**src/design/regf_pkg.sv**
```systemverilog
////////////////////////////////////////
// Sizes, addresses and types shared by the register file
// Reset table is fixed, unlisted addresses reset to zero
// Byte order in the array is little endian for descriptor words
////////////////////////////////////////
`default_nettype none

package regf_pkg;

  ////////////////////////////////////////
  // Array geometry
  ////////////////////////////////////////
  localparam int REGF_WIDTH  = 8;    // One byte per entry
  localparam int REGF_DEPTH  = 512;  // Entry count
  localparam int REGF_ADDR_W = 9;    // Enough for REGF_DEPTH

  typedef logic [REGF_ADDR_W-1:0] regf_addr_t;
  typedef logic [REGF_WIDTH-1:0]  regf_byte_t;

  ////////////////////////////////////////
  // Fixed register locations
  ////////////////////////////////////////
  localparam regf_addr_t ADDR_TARGET        = 9'd0;    // Target address, bit 0 is RnW
  localparam regf_addr_t ADDR_NUM_FRAMES    = 9'd1;
  localparam regf_addr_t ADDR_TGTS_COUNT    = 9'd35;
  localparam regf_addr_t ADDR_ARBITRATION   = 9'd48;   // Arbitrated address for IBI
  localparam regf_addr_t ADDR_IBI_CFG       = 9'd101;
  localparam regf_addr_t ADDR_IBI_PAYLOAD   = 9'd102;  // Max payload size

  // Controller role handoff
  localparam regf_addr_t ADDR_CRHDLY        = 9'd383;
  localparam regf_addr_t ADDR_CRCAPS2       = 9'd386;
  localparam regf_addr_t ADDR_PRECR         = 9'd388;
  localparam regf_addr_t ADDR_GETSTATUS_LSB = 9'd390;
  localparam regf_addr_t ADDR_CRH_CFG       = 9'd407;

  // Hot-join
  localparam regf_addr_t ADDR_ENEC_BYTE     = 9'd402;  // Holds ENHJ
  localparam regf_addr_t ADDR_DISEC_BYTE    = 9'd404;  // Holds DISHJ
  localparam regf_addr_t ADDR_HJ_CFG        = 9'd405;
  localparam regf_addr_t ADDR_CRCAP1        = 9'd409;

  localparam regf_addr_t ADDR_DUMMY_DESC    = 9'd450;  // Base of the fixed dummy descriptor

  localparam int HJ_DEF_BIT = 3;  // ENHJ and DISHJ position

  ////////////////////////////////////////
  // Structs
  ////////////////////////////////////////
  // Eight descriptor bytes, dword1 on top so the lowest address lands in bits 7:0
  typedef struct packed {
    logic [31:0] dword1;
    logic [31:0] dword0;
  } desc_window_t;

  typedef struct packed {
    logic [15:0] data_len;
    logic [2:0]  cmd_attr;   // Bit 0 set means immediate
    logic [3:0]  tid;
    logic [7:0]  ccc;
    logic        cp;
    logic [4:0]  dev_index;
    logic [2:0]  dtt;        // Immediate only
    logic [2:0]  mode;
    logic        rnw;
    logic        wroc;
    logic        toc;
    logic        dbp;        // Regular only
    logic        sre;        // Regular only
  } hdr_cmd_t;

  typedef struct packed {
    regf_byte_t crhdly;
    regf_byte_t getstatus;
    regf_byte_t crcap2;
    regf_byte_t precr;
    regf_byte_t cfg;
    regf_byte_t tgts_count;
  } crh_regs_t;

  typedef struct packed {
    regf_byte_t cfg;
    regf_byte_t payload_size;
    regf_byte_t tgt_address;
  } ibi_regs_t;

  // Live bytes at fixed locations
  typedef struct packed {
    regf_byte_t target;
    regf_byte_t num_frames;
    crh_regs_t  crh;
    ibi_regs_t  ibi;
    regf_byte_t hj_cfg;
    regf_byte_t crcap1;
  } regf_fixed_t;

  ////////////////////////////////////////
  // Reset defaults
  ////////////////////////////////////////
  function automatic regf_byte_t regf_default(input regf_addr_t addr);
    regf_byte_t val;
    case (addr)
      ADDR_TARGET:       val = 8'hA8;  // Target 7'h54, write
      ADDR_NUM_FRAMES:   val = 8'h02;
      9'd2:              val = 8'h01;
      9'd3:              val = 8'h02;
      9'd4:              val = 8'h06;
      ADDR_TGTS_COUNT:   val = 8'h02;
      9'd46:             val = 8'hFC;  // Broadcast 7'h7E + W
      9'd47:             val = 8'hFD;  // Broadcast 7'h7E + R
      ADDR_ARBITRATION:  val = 8'h53;
      9'd49:             val = 8'h07;  // ENTDAA
      9'd50:             val = 8'h20;
      ADDR_IBI_CFG:      val = 8'h01;  // ACK + MDB
      ADDR_IBI_PAYLOAD:  val = 8'h03;
      9'd103:            val = 8'h81;  // DISEC direct
      9'd104:            val = 8'h01;  // DISEC broadcast
      9'd381:            val = 8'h94;  // GETMXDS
      9'd382:            val = 8'h91;  // Defining byte
      ADDR_CRHDLY:       val = 8'h02;
      9'd384:            val = 8'h95;  // GETCAPS
      ADDR_CRCAPS2:      val = 8'h02;
      9'd387:            val = 8'h90;  // GETSTATUS
      ADDR_PRECR:        val = 8'h02;
      9'd389:            val = 8'h91;  // GETACCCR
      ADDR_GETSTATUS_LSB: val = 8'h02;
      9'd392:            val = 8'h0B;  // Event disable byte
      9'd393:            val = 8'h02;  // ENTAS0..3
      9'd394:            val = 8'h03;
      9'd395:            val = 8'h04;
      9'd396:            val = 8'h05;
      9'd397:            val = 8'h08;  // DEFTGTS
      ADDR_ENEC_BYTE:    val = 8'h0B;  // ENINT, ENCR, ENHJ
      9'd403:            val = 8'h01;  // DISEC CCC
      ADDR_HJ_CFG:       val = 8'h07;
      9'd406:            val = 8'h09;  // Hot-join and interrupts off
      ADDR_CRH_CFG:      val = 8'h01;
      ADDR_DUMMY_DESC:   val = 8'h81;  // Dummy descriptor, immediate
      regf_addr_t'(ADDR_DUMMY_DESC + 1): val = 8'h8F;
      regf_addr_t'(ADDR_DUMMY_DESC + 3): val = 8'h18;
      default:           val = '0;     // ENEC CCC, DISEC byte and CRCAP1 included
    endcase
    return val;
  endfunction

endpackage

`default_nettype wire

```
**src/design/hdr_desc_decode.sv**
```systemverilog
////////////////////////////////////////
// Registered HDR command descriptor decode
// Output lags the window by one clock
// cmd_attr bit 0 selects immediate or regular layout
////////////////////////////////////////
`default_nettype none

module hdr_desc_decode (
  input  wire                         i_regf_clk,
  input  wire                         i_regf_rst_n,
  input  wire regf_pkg::desc_window_t i_desc_window,
  output regf_pkg::hdr_cmd_t          o_hdr_cmd
);
  import regf_pkg::*;

  logic [31:0] dw0;        // Descriptor word 0
  logic [31:0] dw1;        // Descriptor word 1
  logic        immediate;  // Immediate layout
  hdr_cmd_t    cmd_d;      // Next decoded command

  assign dw0       = i_desc_window.dword0;
  assign dw1       = i_desc_window.dword1;
  assign immediate = dw0[0];

  ////////////////////////////////////////
  // Field map
  ////////////////////////////////////////
  always_comb
  begin
    cmd_d.data_len  = dw1[31:16];
    cmd_d.cmd_attr  = dw0[2:0];
    cmd_d.tid       = dw0[6:3];
    cmd_d.ccc       = dw0[14:7];
    cmd_d.cp        = dw0[15];
    cmd_d.dev_index = dw0[20:16];
    cmd_d.mode      = dw0[28:26];
    cmd_d.rnw       = dw0[29];
    cmd_d.wroc      = dw0[30];
    cmd_d.toc       = dw0[31];
    // Bits 25:23 mean different things per layout
    if (immediate)
    begin
      cmd_d.dtt = dw0[25:23];  // Data byte count
      cmd_d.dbp = 1'b0;
      cmd_d.sre = 1'b0;
    end
    else
    begin
      cmd_d.dtt = 3'd0;
      cmd_d.dbp = dw0[25];     // Defining byte present
      cmd_d.sre = dw0[24];     // Short read
    end
  end

  always_ff @(posedge i_regf_clk or negedge i_regf_rst_n)
  begin
    if (!i_regf_rst_n)
    begin
      o_hdr_cmd <= '0;
    end
    else
    begin
      o_hdr_cmd <= cmd_d;
    end
  end

  // Immediate descriptor seen last edge gives no DBP or SRE now
  a_imm_no_dbp_sre : assert property (
    @(posedge i_regf_clk) disable iff (!i_regf_rst_n)
      $past(i_desc_window.dword0[0]) |-> (!o_hdr_cmd.dbp && !o_hdr_cmd.sre)
  );

endmodule

`default_nettype wire

```
**config.mk**
```make
export PLATFORM = sky130hd
export DESIGN_NAME = hdr_desc_decode
export DESIGN_NICKNAME = d
export VERILOG_FILES = /design/src/design/regf_pkg.sv /design/src/design/hdr_desc_decode.sv
export SDC_FILE = /design/constraint.sdc
export NUM_CORES = 1
export LEC_CHECK = 0
export BUFFER_PORTS_ARGS = -buffer_cell sky130_fd_sc_hd__buf_2
export CORE_AREA = 3 3 64 72
export DETAILED_ROUTE_END_ITERATION = 10
export DIE_AREA = 0 0 67 75
export PLACE_DENSITY = 0.71
export SLEW_MARGIN = 30
export SYNTH_ARGS = -nofsm -noshare
export SYNTH_HDL_FRONTEND = slang
export SYNTH_SLANG_ARGS = --single-unit
```
**constraint.sdc**
```tcl
create_clock -name i_regf_clk -period 0.8 [get_ports i_regf_clk]
set_input_delay 0.04 -clock i_regf_clk [delete_from_list [all_inputs] [get_ports i_regf_clk]]
set_output_delay 0.04 -clock i_regf_clk [all_outputs]
set_load 0.1 [all_outputs]
```
=== Word level (Yosys, flattened, before mapping) ===
Index checks and enable logic that the tools add are counted.

* Mux-type cells: 2

{| class="wikitable"
|+ Operators with widths
! kind !! count
|-
| two-way mux 3 bit || 1
|-
| two-way mux 2 bit || 1
|}

* Output and inout bits: 48
* Bits of input ports: 66
* Logic and storage cells: 15
* Register bits after elaboration: 48

=== Depth between registers and ports, before layout ===
* Depth after elaboration: 1
* Gate-level depth with buffers: 1
* Gate-level depth less buffers: 1

=== Least setup slack after synthesis ===
OpenSTA, ideal clock, no wires.

* Kind: reg-to-output
* Start: register o_hdr_cmd[0] (netlist name)
* End: output o_hdr_cmd[0] (netlist name)
* Data required time: 0.760 ns
* Buffers on the path: 0
* Data arrival time: 0.883 ns
* Setup slack: -0.123 ns
* Stages on the path, launching flop included: 1
* Cell sequence: dfrtp_1

{| class="wikitable"
|+ RTL lines
! element !! RTL line !! source
|-
| start: declaration || hdr_desc_decode.sv:12 || <nowiki>output regf_pkg::hdr_cmd_t o_hdr_cmd</nowiki>
|-
| start signal: assignment || hdr_desc_decode.sv:63 || <nowiki>o_hdr_cmd <= cmd_d;</nowiki>
|}

No word-level cell between the ends.

=== Worst setup path after layout ===
* Start: register o_hdr_cmd[23] (netlist name)
* End: output o_hdr_cmd[23] (netlist name)

No word-level cell between the ends.

==> summary.md <==
| Metric | Value |
|---|---|
| DR WL/cell | `15.6 um` |
| Die X | `67 um` |
| Biggest regs | `o_hdr_cmd (48)` |
| Hold Fails Final Rpt | `0` |
| Yosys top cell by area | `dfrtp_1` |
| Final setup vio count | `48` |
| Netlist Area Pre-Place | `between 1000 and 1500 um2` |
| Fmax | `1070 MHz` |
| Final Net Count | `269` |
| Critical Path Sink Type | `primary output` |
| Final WL | `roughly 4000 um` |
| I/O Buffers | `95` |
| Die area | `5030 um2` |
| CP Launch Type | `flop` |
| Remaining DRCs | `0` |
| CP max FO | `1` |
| Worst rel slew slack | `83.6%` |
| Diode count | `0` |
| Crit path to | `o_hdr_cmd[23]` |
| Row count | `24` |
| CP peak stage delay | `0.43 ns` |
| 1st-iter DRT viols | `41` |
| Initial antenna violation count | `0` |
| Bufs and invs on worst path | `1` |
| Pin count of the biggest net entering global routing | `49` |
| Core ar. | `3960 um2` |
| Worst slew pin tran | `0.246 ns` |
| Area grow syn2layout | `156%` |
| Final GP Congestion | `0.675` |
| Status | `finished with violations` |
| Final setup margin | `-0.137 ns` |
| Syn avg cell area | `23.3 um2` |
| Syn nets | `119` |
| Cell family with most CP delay | `flip-flops` |
| CP max-delay cell | `dfrtp_2` |
| Global-route wire length before repair | `6260 um` |
| Vias in the first global route | `1253` |
| RSZ-0062 raised after global routing | `true` |
| LEAKAGE | `~1.4 nW` |
| Cts bufs inserted | `5` |
| Share of cells above drive strength 1 | `74.5%` |
| Crit-path cells | `buf_12` |
| Peak supply drop | `0.00160 V` |
| Post-layout instance area | `between 3000 and 4000 um2` |
| Clk slew on worst S/H paths | `0.09 ns` |
| Violated checks | `setup timing` |
| Tmin final | `0.937 ns` |
| Vias | `1015` |
| Drt via density | `3.96` |
| Cells after Synth | `between 50 and 60` |
| Sinks on the clock net | `48` |
| Biggest register | `o_hdr_cmd` |
| Count of state elements after synthesis | `48` |
| Max-cap viol count | `0` |
| Max-slew violations | `0` |
| DR pass1 iterations | `2` |
| WHS | `approximately 0.27 ns` |
| Req. time, crit path | `0.76 ns` |
| Post-synth cell types | `3` |
| Yosys top cell area share | `97.5%` |
| CTS tree | `done` |
| Max FFs per register | `48` |
| Worst min path class | `input port to asynchronous set/reset pin` |
| H-tree depth | `2` |
| Crit share post-route | `117%` |
| Critical path depth in cells | `1` |
| CTS Buffer Depth | `2` |
| Clk root buf | `clkbuf_8` |
| PD cells | `1970 nW/um2` |
| Total Routing Usage GR | `17.9%` |
| Yosys warns | `0` |
| Post-DP HPWL | `roughly 2500 um` |
| Crit Path Category | `flop to primary output` |
| Crit path from | `o_hdr_cmd[23]` |
| Post-synthesis sequential area ratio | `97.5%` |
| Setup TNS | `-5.96 ns` |
| Largest cells by area after synthesis | `dfrtp_1 (97%), and2_1 (1.5%), nor2b_1 (1.0%)` |
| Post-CTS Setup Inserts | `0` |
| CP arrival | `0.90 ns` |
| Antenna Nets Post-Route | `0` |
| Initial Utilization | `31.1%` |
| Dpl cell area | `about 2600 um2` |
| GRT overflow | `0` |
| IO Pins | `roughly 110` |
| Die height | `75 um` |
-- worst min path at each step --
| stage | to | slack (ns) |
|---|---|---|
| after floorplan | o_hdr_cmd[0] | -0.26 |
| after global placement | o_hdr_cmd[23] | 0.03 |
| after global routing | o_hdr_cmd[16] | 0.28 |
| after detailed placement | o_hdr_cmd[21] | 0.04 |
| final | o_hdr_cmd[23] | 0.27 |
| after CTS | o_hdr_cmd[21] | 0.25 |
-- per-layer routing --
metal  global-route usage [%]  vias up  share of wire (%)
met5                        0        -                  0
met4                     7.66        0                1.8
met3                     7.46        9                9.4
li1                         -      458                  -
met2                     33.3       61                 58
met1                     17.2      487                 31
-- layout make-up --
type,count,area (um2)
Clock buffer,5,68.8
Tap cell,52,65.1
Fill cell,216,808
Timing Repair Buffer,143,1690
Sequential cell,48,1260
Multi-Input combinational cell,5,31.3
Clock inverter,3,42.5
-- through the flow --
step,power (mW),cells,utilization (%),setup WS [ns]
after global routing,6.46,256,79.6,-0.176
after CTS,6.28,256,79.6,-0.155
after detailed placement,4.39,201,64.9,0.184
final,6.22,256,79.6,-0.137
after floorplan,3.59,53,-,0.114
after global placement,4.36,201,64.9,0.199
-- where the power goes --
part / internal (mW) / total, mW / switching [mW]
Combinational: 0.724 / 1.84 / 1.12
Sequential: 2.57 / 2.68 / 0.107
Clock: 0.924 / 1.70 / 0.777
Total: 4.22 / 6.22 / 2.00
-- cells in the final DEF, fill, tap and decap left out, drive strengths merged --
cell type	netlist	final
dlygate4sd3	0	47
nor2b	2	2
clkbuf	0	5
clkinvlp	0	1
and2	3	3
buf	0	96
dfrtp	48	48
clkinv	0	1
bufinv	0	1
-- cells by family (layout without fill, tap and decap cells) --
kind of cell | count (synthesis) | count (layout) | share of synthesized area (%)
flip-flops | 48 | 48 | 97.5
buffers and inverters | 0 | 151 | 0
AND/OR/NAND/NOR | 5 | 5 | 2.54
-- synth_stat cells --
library cell and n:
nor2b_1 2, and2_1 3, dfrtp_1 48
-- timing repair --
item / CTS / global route
hold buffers: 47 / 0
endpoints found under the setup margin: 48 / 48
endpoints found under the hold margin: 96 / 0
pin swaps: 0 / 0
gates resized for setup: 0 / 0
(Power assumes the default switching activity.)
