$ cat src/design/regf_pkg.sv
////////////////////////////////////////
// Sizes, addresses and types shared by the register file
// Reset table is fixed, unlisted addresses reset to zero
// Byte order in the array is little endian for descriptor words
////////////////////////////////////////
`default_nettype none

package regf_pkg;

  ////////////////////////////////////////
  // Array geometry
  ////////////////////////////////////////
  localparam int REGF_WIDTH  = 8;    // One byte per entry
  localparam int REGF_DEPTH  = 512;  // Entry count
  localparam int REGF_ADDR_W = 9;    // Enough for REGF_DEPTH

  typedef logic [REGF_ADDR_W-1:0] regf_addr_t;
  typedef logic [REGF_WIDTH-1:0]  regf_byte_t;

  ////////////////////////////////////////
  // Fixed register locations
  ////////////////////////////////////////
  localparam regf_addr_t ADDR_TARGET        = 9'd0;    // Target address, bit 0 is RnW
  localparam regf_addr_t ADDR_NUM_FRAMES    = 9'd1;
  localparam regf_addr_t ADDR_TGTS_COUNT    = 9'd35;
  localparam regf_addr_t ADDR_ARBITRATION   = 9'd48;   // Arbitrated address for IBI
  localparam regf_addr_t ADDR_IBI_CFG       = 9'd101;
  localparam regf_addr_t ADDR_IBI_PAYLOAD   = 9'd102;  // Max payload size

  // Controller role handoff
  localparam regf_addr_t ADDR_CRHDLY        = 9'd383;
  localparam regf_addr_t ADDR_CRCAPS2       = 9'd386;
  localparam regf_addr_t ADDR_PRECR         = 9'd388;
  localparam regf_addr_t ADDR_GETSTATUS_LSB = 9'd390;
  localparam regf_addr_t ADDR_CRH_CFG       = 9'd407;

  // Hot-join
  localparam regf_addr_t ADDR_ENEC_BYTE     = 9'd402;  // Holds ENHJ
  localparam regf_addr_t ADDR_DISEC_BYTE    = 9'd404;  // Holds DISHJ
  localparam regf_addr_t ADDR_HJ_CFG        = 9'd405;
  localparam regf_addr_t ADDR_CRCAP1        = 9'd409;

  localparam regf_addr_t ADDR_DUMMY_DESC    = 9'd450;  // Base of the fixed dummy descriptor

  localparam int HJ_DEF_BIT = 3;  // ENHJ and DISHJ position

  ////////////////////////////////////////
  // Structs
  ////////////////////////////////////////
  // Eight descriptor bytes, dword1 on top so the lowest address lands in bits 7:0
  typedef struct packed {
    logic [31:0] dword1;
    logic [31:0] dword0;
  } desc_window_t;

  typedef struct packed {
    logic [15:0] data_len;
    logic [2:0]  cmd_attr;   // Bit 0 set means immediate
    logic [3:0]  tid;
    logic [7:0]  ccc;
    logic        cp;
    logic [4:0]  dev_index;
    logic [2:0]  dtt;        // Immediate only
    logic [2:0]  mode;
    logic        rnw;
    logic        wroc;
    logic        toc;
    logic        dbp;        // Regular only
    logic        sre;        // Regular only
  } hdr_cmd_t;

  typedef struct packed {
    regf_byte_t crhdly;
    regf_byte_t getstatus;
    regf_byte_t crcap2;
    regf_byte_t precr;
    regf_byte_t cfg;
    regf_byte_t tgts_count;
  } crh_regs_t;

  typedef struct packed {
    regf_byte_t cfg;
    regf_byte_t payload_size;
    regf_byte_t tgt_address;
  } ibi_regs_t;

  // Live bytes at fixed locations
  typedef struct packed {
    regf_byte_t target;
    regf_byte_t num_frames;
    crh_regs_t  crh;
    ibi_regs_t  ibi;
    regf_byte_t hj_cfg;
    regf_byte_t crcap1;
  } regf_fixed_t;

  ////////////////////////////////////////
  // Reset defaults
  ////////////////////////////////////////
  function automatic regf_byte_t regf_default(input regf_addr_t addr);
    regf_byte_t val;
    case (addr)
      ADDR_TARGET:       val = 8'hA8;  // Target 7'h54, write
      ADDR_NUM_FRAMES:   val = 8'h02;
      9'd2:              val = 8'h01;
      9'd3:              val = 8'h02;
      9'd4:              val = 8'h06;
      ADDR_TGTS_COUNT:   val = 8'h02;
      9'd46:             val = 8'hFC;  // Broadcast 7'h7E + W
      9'd47:             val = 8'hFD;  // Broadcast 7'h7E + R
      ADDR_ARBITRATION:  val = 8'h53;
      9'd49:             val = 8'h07;  // ENTDAA
      9'd50:             val = 8'h20;
      ADDR_IBI_CFG:      val = 8'h01;  // ACK + MDB
      ADDR_IBI_PAYLOAD:  val = 8'h03;
      9'd103:            val = 8'h81;  // DISEC direct
      9'd104:            val = 8'h01;  // DISEC broadcast
      9'd381:            val = 8'h94;  // GETMXDS
      9'd382:            val = 8'h91;  // Defining byte
      ADDR_CRHDLY:       val = 8'h02;
      9'd384:            val = 8'h95;  // GETCAPS
      ADDR_CRCAPS2:      val = 8'h02;
      9'd387:            val = 8'h90;  // GETSTATUS
      ADDR_PRECR:        val = 8'h02;
      9'd389:            val = 8'h91;  // GETACCCR
      ADDR_GETSTATUS_LSB: val = 8'h02;
      9'd392:            val = 8'h0B;  // Event disable byte
      9'd393:            val = 8'h02;  // ENTAS0..3
      9'd394:            val = 8'h03;
      9'd395:            val = 8'h04;
      9'd396:            val = 8'h05;
      9'd397:            val = 8'h08;  // DEFTGTS
      ADDR_ENEC_BYTE:    val = 8'h0B;  // ENINT, ENCR, ENHJ
      9'd403:            val = 8'h01;  // DISEC CCC
      ADDR_HJ_CFG:       val = 8'h07;
      9'd406:            val = 8'h09;  // Hot-join and interrupts off
      ADDR_CRH_CFG:      val = 8'h01;
      ADDR_DUMMY_DESC:   val = 8'h81;  // Dummy descriptor, immediate
      regf_addr_t'(ADDR_DUMMY_DESC + 1): val = 8'h8F;
      regf_addr_t'(ADDR_DUMMY_DESC + 3): val = 8'h18;
      default:           val = '0;     // ENEC CCC, DISEC byte and CRCAP1 included
    endcase
    return val;
  endfunction

endpackage

`default_nettype wire

$ cat src/design/regf_status_regs.sv
////////////////////////////////////////
// Registered copies of fixed-location settings
// Copies lag the array by one clock
// Hot-join outputs are combinational
////////////////////////////////////////
`default_nettype none

module regf_status_regs (
  input  wire                        i_regf_clk,
  input  wire                        i_regf_rst_n,
  input  wire regf_pkg::regf_fixed_t i_fixed,
  output regf_pkg::crh_regs_t        o_crh,
  output regf_pkg::ibi_regs_t        o_ibi,
  output regf_pkg::regf_byte_t       o_regf_num_frames,
  output logic                       o_ser_rx_tx,        // Target RnW bit
  output logic [2:0]                 o_regf_hj_cfg,
  output logic                       o_regf_hj_support,
  output logic                       o_hj_enable         // Back to storage
);
  import regf_pkg::*;

  regf_byte_t hj_cfg_byte;  // HJ_CFG
  regf_byte_t crcap1_byte;  // CRCAP1

  assign hj_cfg_byte = i_fixed.hj_cfg;
  assign crcap1_byte = i_fixed.crcap1;

  ////////////////////////////////////////
  // Hot-join
  ////////////////////////////////////////
  assign o_regf_hj_cfg     = hj_cfg_byte[2:0];
  assign o_regf_hj_support = crcap1_byte[0];      // Controller supports hot-join

  // Supported and enabled by configuration
  assign o_hj_enable = crcap1_byte[0] & hj_cfg_byte[1];

  ////////////////////////////////////////
  // Registered copies
  ////////////////////////////////////////
  always_ff @(posedge i_regf_clk or negedge i_regf_rst_n)
  begin
    if (!i_regf_rst_n)
    begin
      o_crh             <= '0;
      o_ibi             <= '0;
      o_regf_num_frames <= '0;
      o_ser_rx_tx       <= 1'b0;
    end
    else
    begin
      o_crh             <= i_fixed.crh;
      o_ibi             <= i_fixed.ibi;
      o_regf_num_frames <= i_fixed.num_frames;
      o_ser_rx_tx       <= i_fixed.target[0];  // Direction for ACK phase
    end
  end

endmodule

`default_nettype wire

$ cat config.mk
export PLATFORM = sky130hd
export DESIGN_NAME = regf_status_regs
export DESIGN_NICKNAME = d
export VERILOG_FILES = /design/src/design/regf_pkg.sv /design/src/design/regf_status_regs.sv
export SDC_FILE = /design/constraint.sdc
export NUM_CORES = 1
export LEC_CHECK = 0
export BUFFER_PORTS_ARGS = -buffer_cell sky130_fd_sc_hd__buf_2
export CORE_MARGIN = 10
export CORE_UTILIZATION = 38
export DETAILED_ROUTE_END_ITERATION = 7
export MAX_ROUTING_LAYER = met4
export PLACE_DENSITY = 0.83
export SYNTH_ARGS = -nofsm -noshare
export SYNTH_HDL_FRONTEND = slang
export SYNTH_SLANG_ARGS = --single-unit
$ cat constraint.sdc
create_clock -name i_regf_clk -period 0.8 [get_ports i_regf_clk]
set_input_delay 0.2 -clock i_regf_clk [delete_from_list [all_inputs] [get_ports i_regf_clk]]
set_output_delay 0.2 -clock i_regf_clk [all_outputs]
set_load 0.01 [all_outputs]
Yosys cells after proc, flatten, opt, wreduce, memory -nomap -nowiden:

Index checks and enable logic that the tools add are counted.

* bitwise operators: 1

Operators by type and width (number)
* bitwise AND 1 bit: 1

* flip-flop bits (word level): 81
* word-level logic and storage cells: 12
* output and inout bits: 86
* input port bits: 106

Longest topological paths before layout:

Gate-level depths: netlist of run 1.

* word-level depth: 1
* gate-level depth with buffers: 1
* gate-level depth less buffers: 1

Worst setup path before layout of run 1:

Ideal clock, no wire load.

* path type: register to output
* start point: register o_crh[0] (netlist name)
* end point: output o_crh[0] (netlist name)
* stages on the path, launching flop included: 1
* path slack: 0.224 ns
* data arrival time: 0.376 ns
* required time: 0.600 ns
* cells stage by stage: dfrtp_1

RTL lines
* from (decl): RTL line regf_status_regs.sv:12 `output regf_pkg::crh_regs_t o_crh,`
* from (signal assigned): RTL line regf_status_regs.sv:51 `o_crh <= i_fixed.crh;`

No word-level cell between the ends.

Final worst setup path of run 1:

* start point: register o_crh[14] (netlist name)
* end point: output o_crh[14] (netlist name)

No word-level cell between the ends.

==> run summary, run 1 <==
Failing checks -> setup timing
All-Layer GR Usage -> 0.1860
Max clock buf depth -> 2
Switching share of power -> 0.2097
Syn_nets -> 192
Worst Path Arrival -> 860 ps
Wire length per cell -> 19.56 um
Post-DRT Antenna Nets -> 0
Unique masters post-synth -> 3
Crit path to -> o_crh[14]
Worst setup margin -> -259.6 ps
Reg power frac -> 0.484
Worst path max stage delay -> 400 ps
Clock Sinks -> 81
FP Rows -> 26
Avg Vias per Cell -> 4.171
First-pass GRT wire length -> 11760 um
CP max FO -> 1
Leakage power -> 2.178 nW
Cell count after synthesis -> 86
Commonest non-fill, non-tap cell in the layout -> buf_2
CP Cell Sequence -> buf_6
RSZ-0062 raised after global routing -> true
Buffers on Ports -> 168
GP Congestion -> 0.7839
Slowest-stage cell, CP -> dfrtp_1
Gate power share -> 0.126
Final period utilization -> 1.325
Worst Tran Pin Value -> 223.7 ps
Sw Pwr -> 1.897 mW
Number of synthesized register bits -> 81
Power Internal -> 7.148 mW
Worst hold margin -> 397.7 ps
DR WL met2 -> 4472 um
Depth of the CTS H-tree -> 3
Met3 wire length -> 717 um
Post-route DRC -> 0
Initial core utilization -> 0.3989
CP startpoint kind -> flip-flop
CTS tree -> built
Post-layout min period -> 1060 ps
Vias in the first global route -> 2148
Max Fclk -> 0.9437 GHz
Critical Path Stages -> 1
Final non-filler cell total -> 422
Max-cap violation count -> 0
Top Metal Used -> met4
Proportion of layout cells with a drive suffix above 1 -> 0.5314
Max IR drop VDD -> 1844 uV
Worst min path class -> input pin to async pin
Die ar. -> 8777 um^2
Layout area overhead -> 110.0%
Post-layout instance area -> 4333 um^2
Io pins -> 192
1st-pass router iterations -> 4
GRT Residual Overflow -> 0
Clk pwr share -> 0.390
Buf/Inv on CP -> 1
Leading area contributor after synthesis -> dfrtp_1
Crit path required time -> 600 ps
Final TNS setup -> -19210 ps
Vias -> 1760
Pwr dens -> 2088 nW/um^2
Core ar. -> 5172 um^2
Max Transition Viols Final -> 0
Max-slew headroom -> 0.8509
Initial antenna violation count -> 2
Clock slew at reported path FFs -> 80 ps
Status -> finished with violations
Crit path max-delay family -> flip-flops
Die H -> 93.69 um
Largest net degree at the start of global routing -> 44
First DRT Iteration DRCs -> 48
Warnings from Yosys -> 0
Final setup vio count -> 81
Hold Violations, Final -> 0
Sequential area share after synthesis -> 0.9824
Placed Cells -> 322
Top cells by area, synth -> dfrtp_1 98%, buf_4 1.5%, and2_1 0.30%
Commonest non-fill, non-tap cells in the layout -> 126 x buf_2, 82 x dlygate4sd3_1, 81 x dfrtp_1
Final WL -> 8254 um
# Post-CTS Setup Buffers -> 0
Met1 WL -> 2930 um
Mapped cell area -> 2063 um^2
# nets final -> 451
HPWL after detailed placement -> 4921 um
Die outline width -> 93.69 um
Placed cell areas -> 3004 um^2
Post-synth top area share -> 0.9824
CP Capture Type -> primary output
Setup crit start -> o_crh[14]
Avg Inst Size Synth -> 23.99 um^2
Clock Tree Root -> clkbuf_8
Type of the worst setup path -> flip-flop to primary output
Num CTS Buffers -> 9
repair_timing:
action	CTS	global route
pin swaps	0	0
hold endpoints to repair	162	0
endpoints found under the setup margin	81	82
gates resized for setup	18	30
hold buffers	82	0
state kept, by name (all words and copies together) (netlist names):
| register | count |
|---|---|
| o_crh | 48 |
| o_ibi | 24 |
| o_regf_num_frames | 8 |
| o_ser_rx_tx | 1 |
how the worst min path moves through the flow:
stage / from / end / slack (ps) / depth (start not counted)
after floorplan: i_regf_rst_n / o_crh[0] / -100 / 0
after global placement: i_regf_rst_n / o_ibi[0] / 180 / 2
after detailed placement: i_regf_rst_n / o_ibi[0] / 190 / 2
after CTS: i_regf_rst_n / o_ibi[0] / 370 / 3
after global routing: i_fixed[10] / o_regf_hj_cfg[2] / 400 / 0
final: i_regf_rst_n / o_ibi[19] / 400 / 3
through the flow:
stage	total power [mW]	util	setup slack [ps]
2_1_floorplan	4.575	-	224.4
3_3_place_gp	5.084	0.5808	28.41
3_5_place_dp	5.109	0.5808	24.01
4_1_cts	8.966	0.8024	-271.1
5_1_grt	9.416	0.8377	-305.8
6_report	9.045	0.8377	-259.6
per-layer routing:
metal,vias to the layer above,global-route usage
met5,-,-
met4,0,0.07722
met3,16,0.07354
met2,110,0.3111
met1,855,0.1908
li1,779,-
kinds of logic (layout without fill, tap and decap cells):
family                 Yosys count  count (layout)  share of synthesized area
buffers and inverters            4             268                    0.01455
DFF                             81              81                     0.9824
other                            0               2                          0
and+or+nand+nor                  1               1                   0.003034
Yosys cell counts, drive strengths merged:
library cell	count
buf	4
and2	1
dfrtp	81
layout make-up:
cell class	instances	area (um^2)
Clock inverter	5	102.6
Fill cell	249	839.6
Sequential cell	81	2027
Tap cell	70	87.58
Antenna cell	2	5.005
Multi-Input combinational cell	1	8.758
Clock buffer	11	141.4
Timing Repair Buffer	252	1961
power groups by stage:
stage	registers [mW]	logic (mW)	clock network, mW
3_3_place_gp	4.42	0.667	0
3_5_place_dp	4.43	0.684	0
5_1_grt	4.40	1.22	3.79
2_1_floorplan	4.55	0.0240	0
4_1_cts	4.35	1.03	3.58
6_report	4.38	1.14	3.53
No activity file was read; power rests on OpenSTA's default activity.
==> run 2: changes to the inputs <==
SETUP_SLACK_MARGIN = 0.4   (was unset)
==> run 2 against run 1 <==
The run ends with hold timing, setup timing left. Sequential power about the same. Maximum frequency grew 0.11%. Largest power group unchanged. Highest routed layer unchanged. Critical path depth unchanged. Clock-buffer cell count rose by 3. Via count down 22%. First-iteration DRC count is 29% higher. Critical endpoint is now o_crh[45]. Wire length is 25% lower.
==> run summary, run 2 (same netlist as run 1, synthesis figures left out) <==
Max Fclk -> 0.9448 GHz (was 0.9437 GHz)
Leakage power -> 1.820 nW (was 2.178 nW)
Avg Vias per Cell -> 4.020 (was 4.171)
Reg area -> 2027 um^2 (unchanged)
CP Capture Type -> primary output (unchanged)
Max-cap violation count -> 0 (unchanged)
Buffers on Ports -> 168 (unchanged)
Largest Register -> o_crh (unchanged)
Proportion of layout cells with a drive suffix above 1 -> 0.6914 (was 0.5314)
Failing checks -> hold timing, setup timing (was setup timing)
RSZ-0062 raised after global routing -> true (unchanged)
Clock Sinks -> 81 (unchanged)
CP Cell Sequence -> buf_6 (unchanged)
Worst path max stage delay -> 400 ps (about the same)
Post-route DRC -> 0 (unchanged)
Worst min path class -> input pin to async pin (unchanged)
Max IR drop VDD -> 1465 uV (was 1844 uV)
# nets final -> 370 (was 451)
Core ar. -> 5172 um^2 (unchanged)
FP Rows -> 26 (unchanged)
Vias -> 1379 (was 1760)
Vias in the first global route -> 1638 (was 2148)
Final WL -> 6171 um (was 8254 um)
End-of-flow core utilization -> 0.6703 (was 0.8377)
Final setup vio count -> 81 (unchanged)
All-Layer GR Usage -> 0.1419 (was 0.1860)
Die ar. -> 8777 um^2 (unchanged)
Die H -> 93.69 um (unchanged)
Layout area overhead -> 68.04% (was 110.0%)
DP Worst Slack -> 23.76 ps (was 24.01 ps)
Max-slew headroom -> 0.8565 (was 0.8509)
Hold Violations, Final -> 162 (was 0)
CP max FO -> 1 (unchanged)
Commonest non-fill, non-tap cell in the layout -> buf_2 (unchanged)
Buf/Inv on CP -> 1 (unchanged)
Clock slew at reported path FFs -> 70 ps (was 80 ps)
Crit path max-delay family -> flip-flops (unchanged)
Post-DRT Antenna Nets -> 0 (unchanged)
Commonest non-fill, non-tap cells in the layout -> 130 x buf_2, 81 x dfrtp_1, 38 x buf_6 (was 126 x buf_2, 82 x dlygate4sd3_1, 81 x dfrtp_1)
Post-layout instance area -> 3467 um^2 (was 4333 um^2)
Placed cell areas -> 3007 um^2 (was 3004 um^2)
Worst Path Arrival -> 860 ps (about the same)
Largest regs -> o_crh (48), o_ibi (24), o_regf_num_frames (8) (unchanged)
CP startpoint kind -> flip-flop (unchanged)
Max Transition Viols Final -> 0 (unchanged)
First DRT Iteration DRCs -> 62 (was 48)
Type of the worst setup path -> flip-flop to primary output (unchanged)
Crit path required time -> 600 ps (about the same)
Final non-filler cell total -> 343 (was 422)
Worst Tran Pin Value -> 215.3 ps (was 223.7 ps)
Wire length per cell -> 17.99 um (was 19.56 um)
Pwr dens -> 2347 nW/um^2 (was 2088 nW/um^2)
Placed Cells -> 322 (unchanged)
Worst setup margin -> -258.4 ps (was -259.6 ps)
Initial antenna violation count -> 4 (was 2)
Worst hold margin -> -163.4 ps (was 397.7 ps)
Max reg flops -> 48 (unchanged)
1st-pass router iterations -> 4 (unchanged)
Post-layout min period -> 1058 ps (was 1060 ps)
Max clock buf depth -> 2 (unchanged)
Clock Tree Root -> clkbuf_8 (unchanged)
GRT Residual Overflow -> 0 (unchanged)
Slowest-stage cell, CP -> dfrtp_1 (unchanged)
Multi-input logic area -> 8.758 um^2 (unchanged)
CTS tree -> built (unchanged)
Num CTS Buffers -> 9 (unchanged)
First-pass GRT wire length -> 8852 um (was 11760 um)
Depth of the CTS H-tree -> 3 (unchanged)
GP Congestion -> 0.7616 (was 0.7839)
HPWL after detailed placement -> 5019 um (was 4921 um)
Largest net degree at the start of global routing -> 43 (was 44)
Status -> finished with violations (unchanged)
Io pins -> 192 (unchanged)
Final period utilization -> 1.323 (was 1.325)
Die outline width -> 93.69 um (unchanged)
Initial core utilization -> 0.3989 (unchanged)
Filler Cell Count -> 375 (was 249)
## run 2: path summary, 6_finish.rpt
kind	cells past startpoint	startpoint	end	slack (ps)
worst min-delay path	2	i_regf_rst_n	o_crh[45]	-160
min in group i_regf_clk	1	i_fixed[21]	o_ibi[5]	-30
worst max-delay path	1	o_crh[45]	o_crh[45]	-260
max in group asynchronous	2	i_regf_rst_n	o_ibi[2]	760
## run 2: where the power goes
| group | internal [mW] | switching [mW] | total [mW] |
|---|---|---|---|
| Sequential | 4.30 | 0.0696 | 4.37 |
| Combinational | 0.425 | 0.350 | 0.775 |
| Clock | 1.70 | 1.30 | 2.99 |
## run 2: layout make-up
| class | instances | share of cell area |
|---|---|---|
| clock buffers | 14 | 0.04980 |
| multi-input cells | 1 | 0.002526 |
| diodes | 4 | 0.002887 |
| repair buffers | 171 | 0.3248 |
| well taps | 70 | 0.02526 |
| clock inverters | 2 | 0.01010 |
| flip-flops and latches | 81 | 0.5846 |
## run 2: through the flow
| step | power [mW] | hold slack (ps) | TNS, ps |
|---|---|---|---|
| after floorplan | 4.584 | -95.59 | 0 |
| after global placement | 5.086 | 190.8 | 0 |
| after global routing | 8.517 | -172.6 | -21950 |
| final | 8.137 | -163.4 | -18480 |
| after detailed placement | 5.107 | 197.6 | 0 |
| after CTS | 8.172 | -173.5 | -20480 |
## run 2: repair_timing
action	in CTS	in global routing
buffers inserted	0	1
gates resized for setup	22	19
pin swaps	1	1
endpoints found under the hold margin	162	162
setup endpoints to repair	86	86
## run 2: routing by layer
layer  part of all wire  wire length, um  vias to the layer above  track usage
met5                  0                0                        -            -
met4              0.013               82                        0      0.07215
met3               0.14              845                       10      0.08873
met2               0.50             3073                       98       0.2103
met1               0.35             2170                      651       0.1434
li1                   -                -                      620            -
==> run 3: changes to the inputs <==
RECOVER_POWER = 100   (was unset)
SKIP_LAST_GASP = 1   (was unset)
==> run 3 against run 2 <==
The flow still finishes with violations (hold timing, setup timing). Die area stayed put. Clock power hardly changed. Core utilization is 1.0 points lower. Combinational power is 4.3% lower. Final cell count stayed put. Sequential power hardly changed.
==> run summary, run 3 (same netlist as run 1, synthesis figures left out) <==
Initial core utilization -> 0.3989 (unchanged)
Largest net degree at the start of global routing -> 43 (unchanged)
Proportion of layout cells with a drive suffix above 1 -> 0.6803 (was 0.6914)
FP Rows -> 26 (unchanged)
CP Cell Sequence -> buf_6 (unchanged)
Clock Tree Root -> clkbuf_8 (unchanged)
Hold endpoint -> o_ibi[5]
First DRT Iteration DRCs -> 58 (was 62)
Type of the worst setup path -> flip-flop to primary output (unchanged)
Max Fclk -> 0.9444 GHz (was 0.9448 GHz)
Wire length per cell -> 18.03 um (was 17.99 um)
Buffers on Ports -> 168 (unchanged)
HPWL after detailed placement -> 5019 um (unchanged)
Crit path max-delay family -> flip-flops (unchanged)
Worst hold path depth -> 1
Layout area overhead -> 65.49% (was 68.04%)
Status -> finished with violations (unchanged)
Hold Violations, Final -> 104 (was 162)
Avg Vias per Cell -> 4.041 (was 4.020)
GRT Residual Overflow -> 0 (unchanged)
CTS tree -> built (unchanged)
RSZ-0062 raised after global routing -> true (unchanged)
Die H -> 93.69 um (unchanged)
1st-pass router iterations -> 3 (was 4)
First-pass GRT wire length -> 8852 um (unchanged)
Post-DRT Antenna Nets -> 0 (unchanged)
Max reg flops -> 48 (unchanged)
Failing checks -> hold timing, setup timing (unchanged)
Max IR drop VDD -> 1465 uV (about the same)
Die ar. -> 8777 um^2 (unchanged)
Commonest non-fill, non-tap cell in the layout -> buf_2 (unchanged)
Slowest-stage cell, CP -> dfrtp_1 (unchanged)
Initial antenna violation count -> 4 (unchanged)
Worst hold margin -> -32.16 ps (was -163.4 ps)
Num CTS Buffers -> 9 (unchanged)
Vias in the first global route -> 1638 (unchanged)
Commonest non-fill, non-tap cells in the layout -> 131 x buf_2, 81 x dfrtp_1, 35 x buf_6 (was 130 x buf_2, 81 x dfrtp_1, 38 x buf_6)
CP Capture Type -> primary output (unchanged)
All-Layer GR Usage -> 0.1419 (unchanged)
Worst Tran Pin Value -> 820.5 ps (was 215.3 ps)
# nets final -> 370 (unchanged)
Buf/Inv on CP -> 1 (unchanged)
Clock slew at reported path FFs -> 80 ps (was 70 ps)
Crit path required time -> 600 ps (about the same)
Largest regs -> o_crh (48), o_ibi (24), o_regf_num_frames (8) (unchanged)
Die outline width -> 93.69 um (unchanged)
Final setup vio count -> 81 (unchanged)
Post-route DRC -> 0 (unchanged)
Final period utilization -> 1.324 (was 1.323)
Hold Startpoint -> i_fixed[21]
Pwr dens -> 2371 nW/um^2 (was 2347 nW/um^2)
CP max FO -> 1 (unchanged)
GP Congestion -> 0.7616 (unchanged)
Final TNS setup -> -18430 ps (was -18480 ps)
Final WL -> 6183 um (was 6171 um)
Power, Total -> 8.097 mW (was 8.137 mW)
Io pins -> 192 (unchanged)
Leakage power -> 1.795 nW (was 1.820 nW)
Clock Sinks -> 81 (unchanged)
Worst Path Arrival -> 860 ps (about the same)
Worst setup margin -> -258.9 ps (was -258.4 ps)
Largest Register -> o_crh (unchanged)
Worst path max stage delay -> 400 ps (about the same)
Post-layout min period -> 1059 ps (was 1058 ps)
Max-slew headroom -> 0.4530 (was 0.8565)
CP startpoint kind -> flip-flop (unchanged)
Filler Cell Count -> 383 (was 375)
Max clock buf depth -> 2 (unchanged)
Vias -> 1386 (was 1379)
Max Transition Viols Final -> 0 (unchanged)
Max-cap violation count -> 0 (unchanged)
Worst min path class -> input pin to flip-flop (was input pin to async pin)
Depth of the CTS H-tree -> 3 (unchanged)
Core ar. -> 5172 um^2 (unchanged)
run 3: cell types whose count changed in the layout (fill, tap and decap cells not counted), sizes merged:
cell	delta
clkbuf	+5
buf	-5
run 3: worst max path at each step:
stage	startpoint	endpoint	slack (ps)	cells after the start
4_1_cts	o_ibi[0]	o_ibi[0]	-270	1
2_1_floorplan	o_crh[0]	o_crh[0]	220	0
5_1_grt	o_crh[45]	o_crh[45]	-310	1
6_report	o_crh[45]	o_crh[45]	-260	1
3_3_place_gp	i_fixed[0]	o_hj_enable	30	3
3_5_place_dp	i_fixed[0]	o_hj_enable	20	3
run 3: final cells by class:
| type | count | area (um^2) | area share |
|---|---|---|---|
| Clock inverter | 2 | 35.03 | 0.01026 |
| Antenna cell | 4 | 10.01 | 0.002931 |
| Tap cell | 70 | 87.58 | 0.02565 |
| Sequential cell | 81 | 2027 | 0.5936 |
| Multi-Input combinational cell | 1 | 8.758 | 0.002565 |
| Timing Repair Buffer | 171 | 1074 | 0.3144 |
| Clock buffer | 14 | 172.7 | 0.05057 |
run 3: per-stage QoR:
stage	utilization	std cells	setup WS, ps	instance area, um^2
floorplan	-	86	224.4	2081
global placement	0.5813	322	27.31	3007
detailed placement	0.5813	322	23.76	3007
CTS	0.6444	338	-274.6	3333
global route	0.6601	343	-307.4	3415
finish	0.6601	343	-258.9	3415
run 3: per-layer routing:
metal	vias to the layer above	share of wire	routed length, um	track usage
met2	98	0.50	3104	0.2103
li1	620	-	-	-
met1	658	0.35	2173	0.1434
met3	10	0.13	823	0.08873
met4	0	0.013	82	0.07215
met5	-	0	0	-
run 3: report_power, final:
part / leakage, nW / internal [mW] / total (mW) / switching [mW]
clock network: 0.107 / 1.70 / 2.99 / 1.29
logic: 0.744 / 0.396 / 0.742 / 0.346
registers: 0.944 / 4.30 / 4.37 / 0.0697
total: 1.79 / 6.39 / 8.10 / 1.70
run 3: repair_timing:
action | 4_1_cts | 5_1_grt
pin swaps | 1 | 1
endpoints found under the hold margin | 162 | 162
endpoints found under the setup margin | 86 | 86
buffers inserted | 0 | 1
resized for setup | 22 | 19
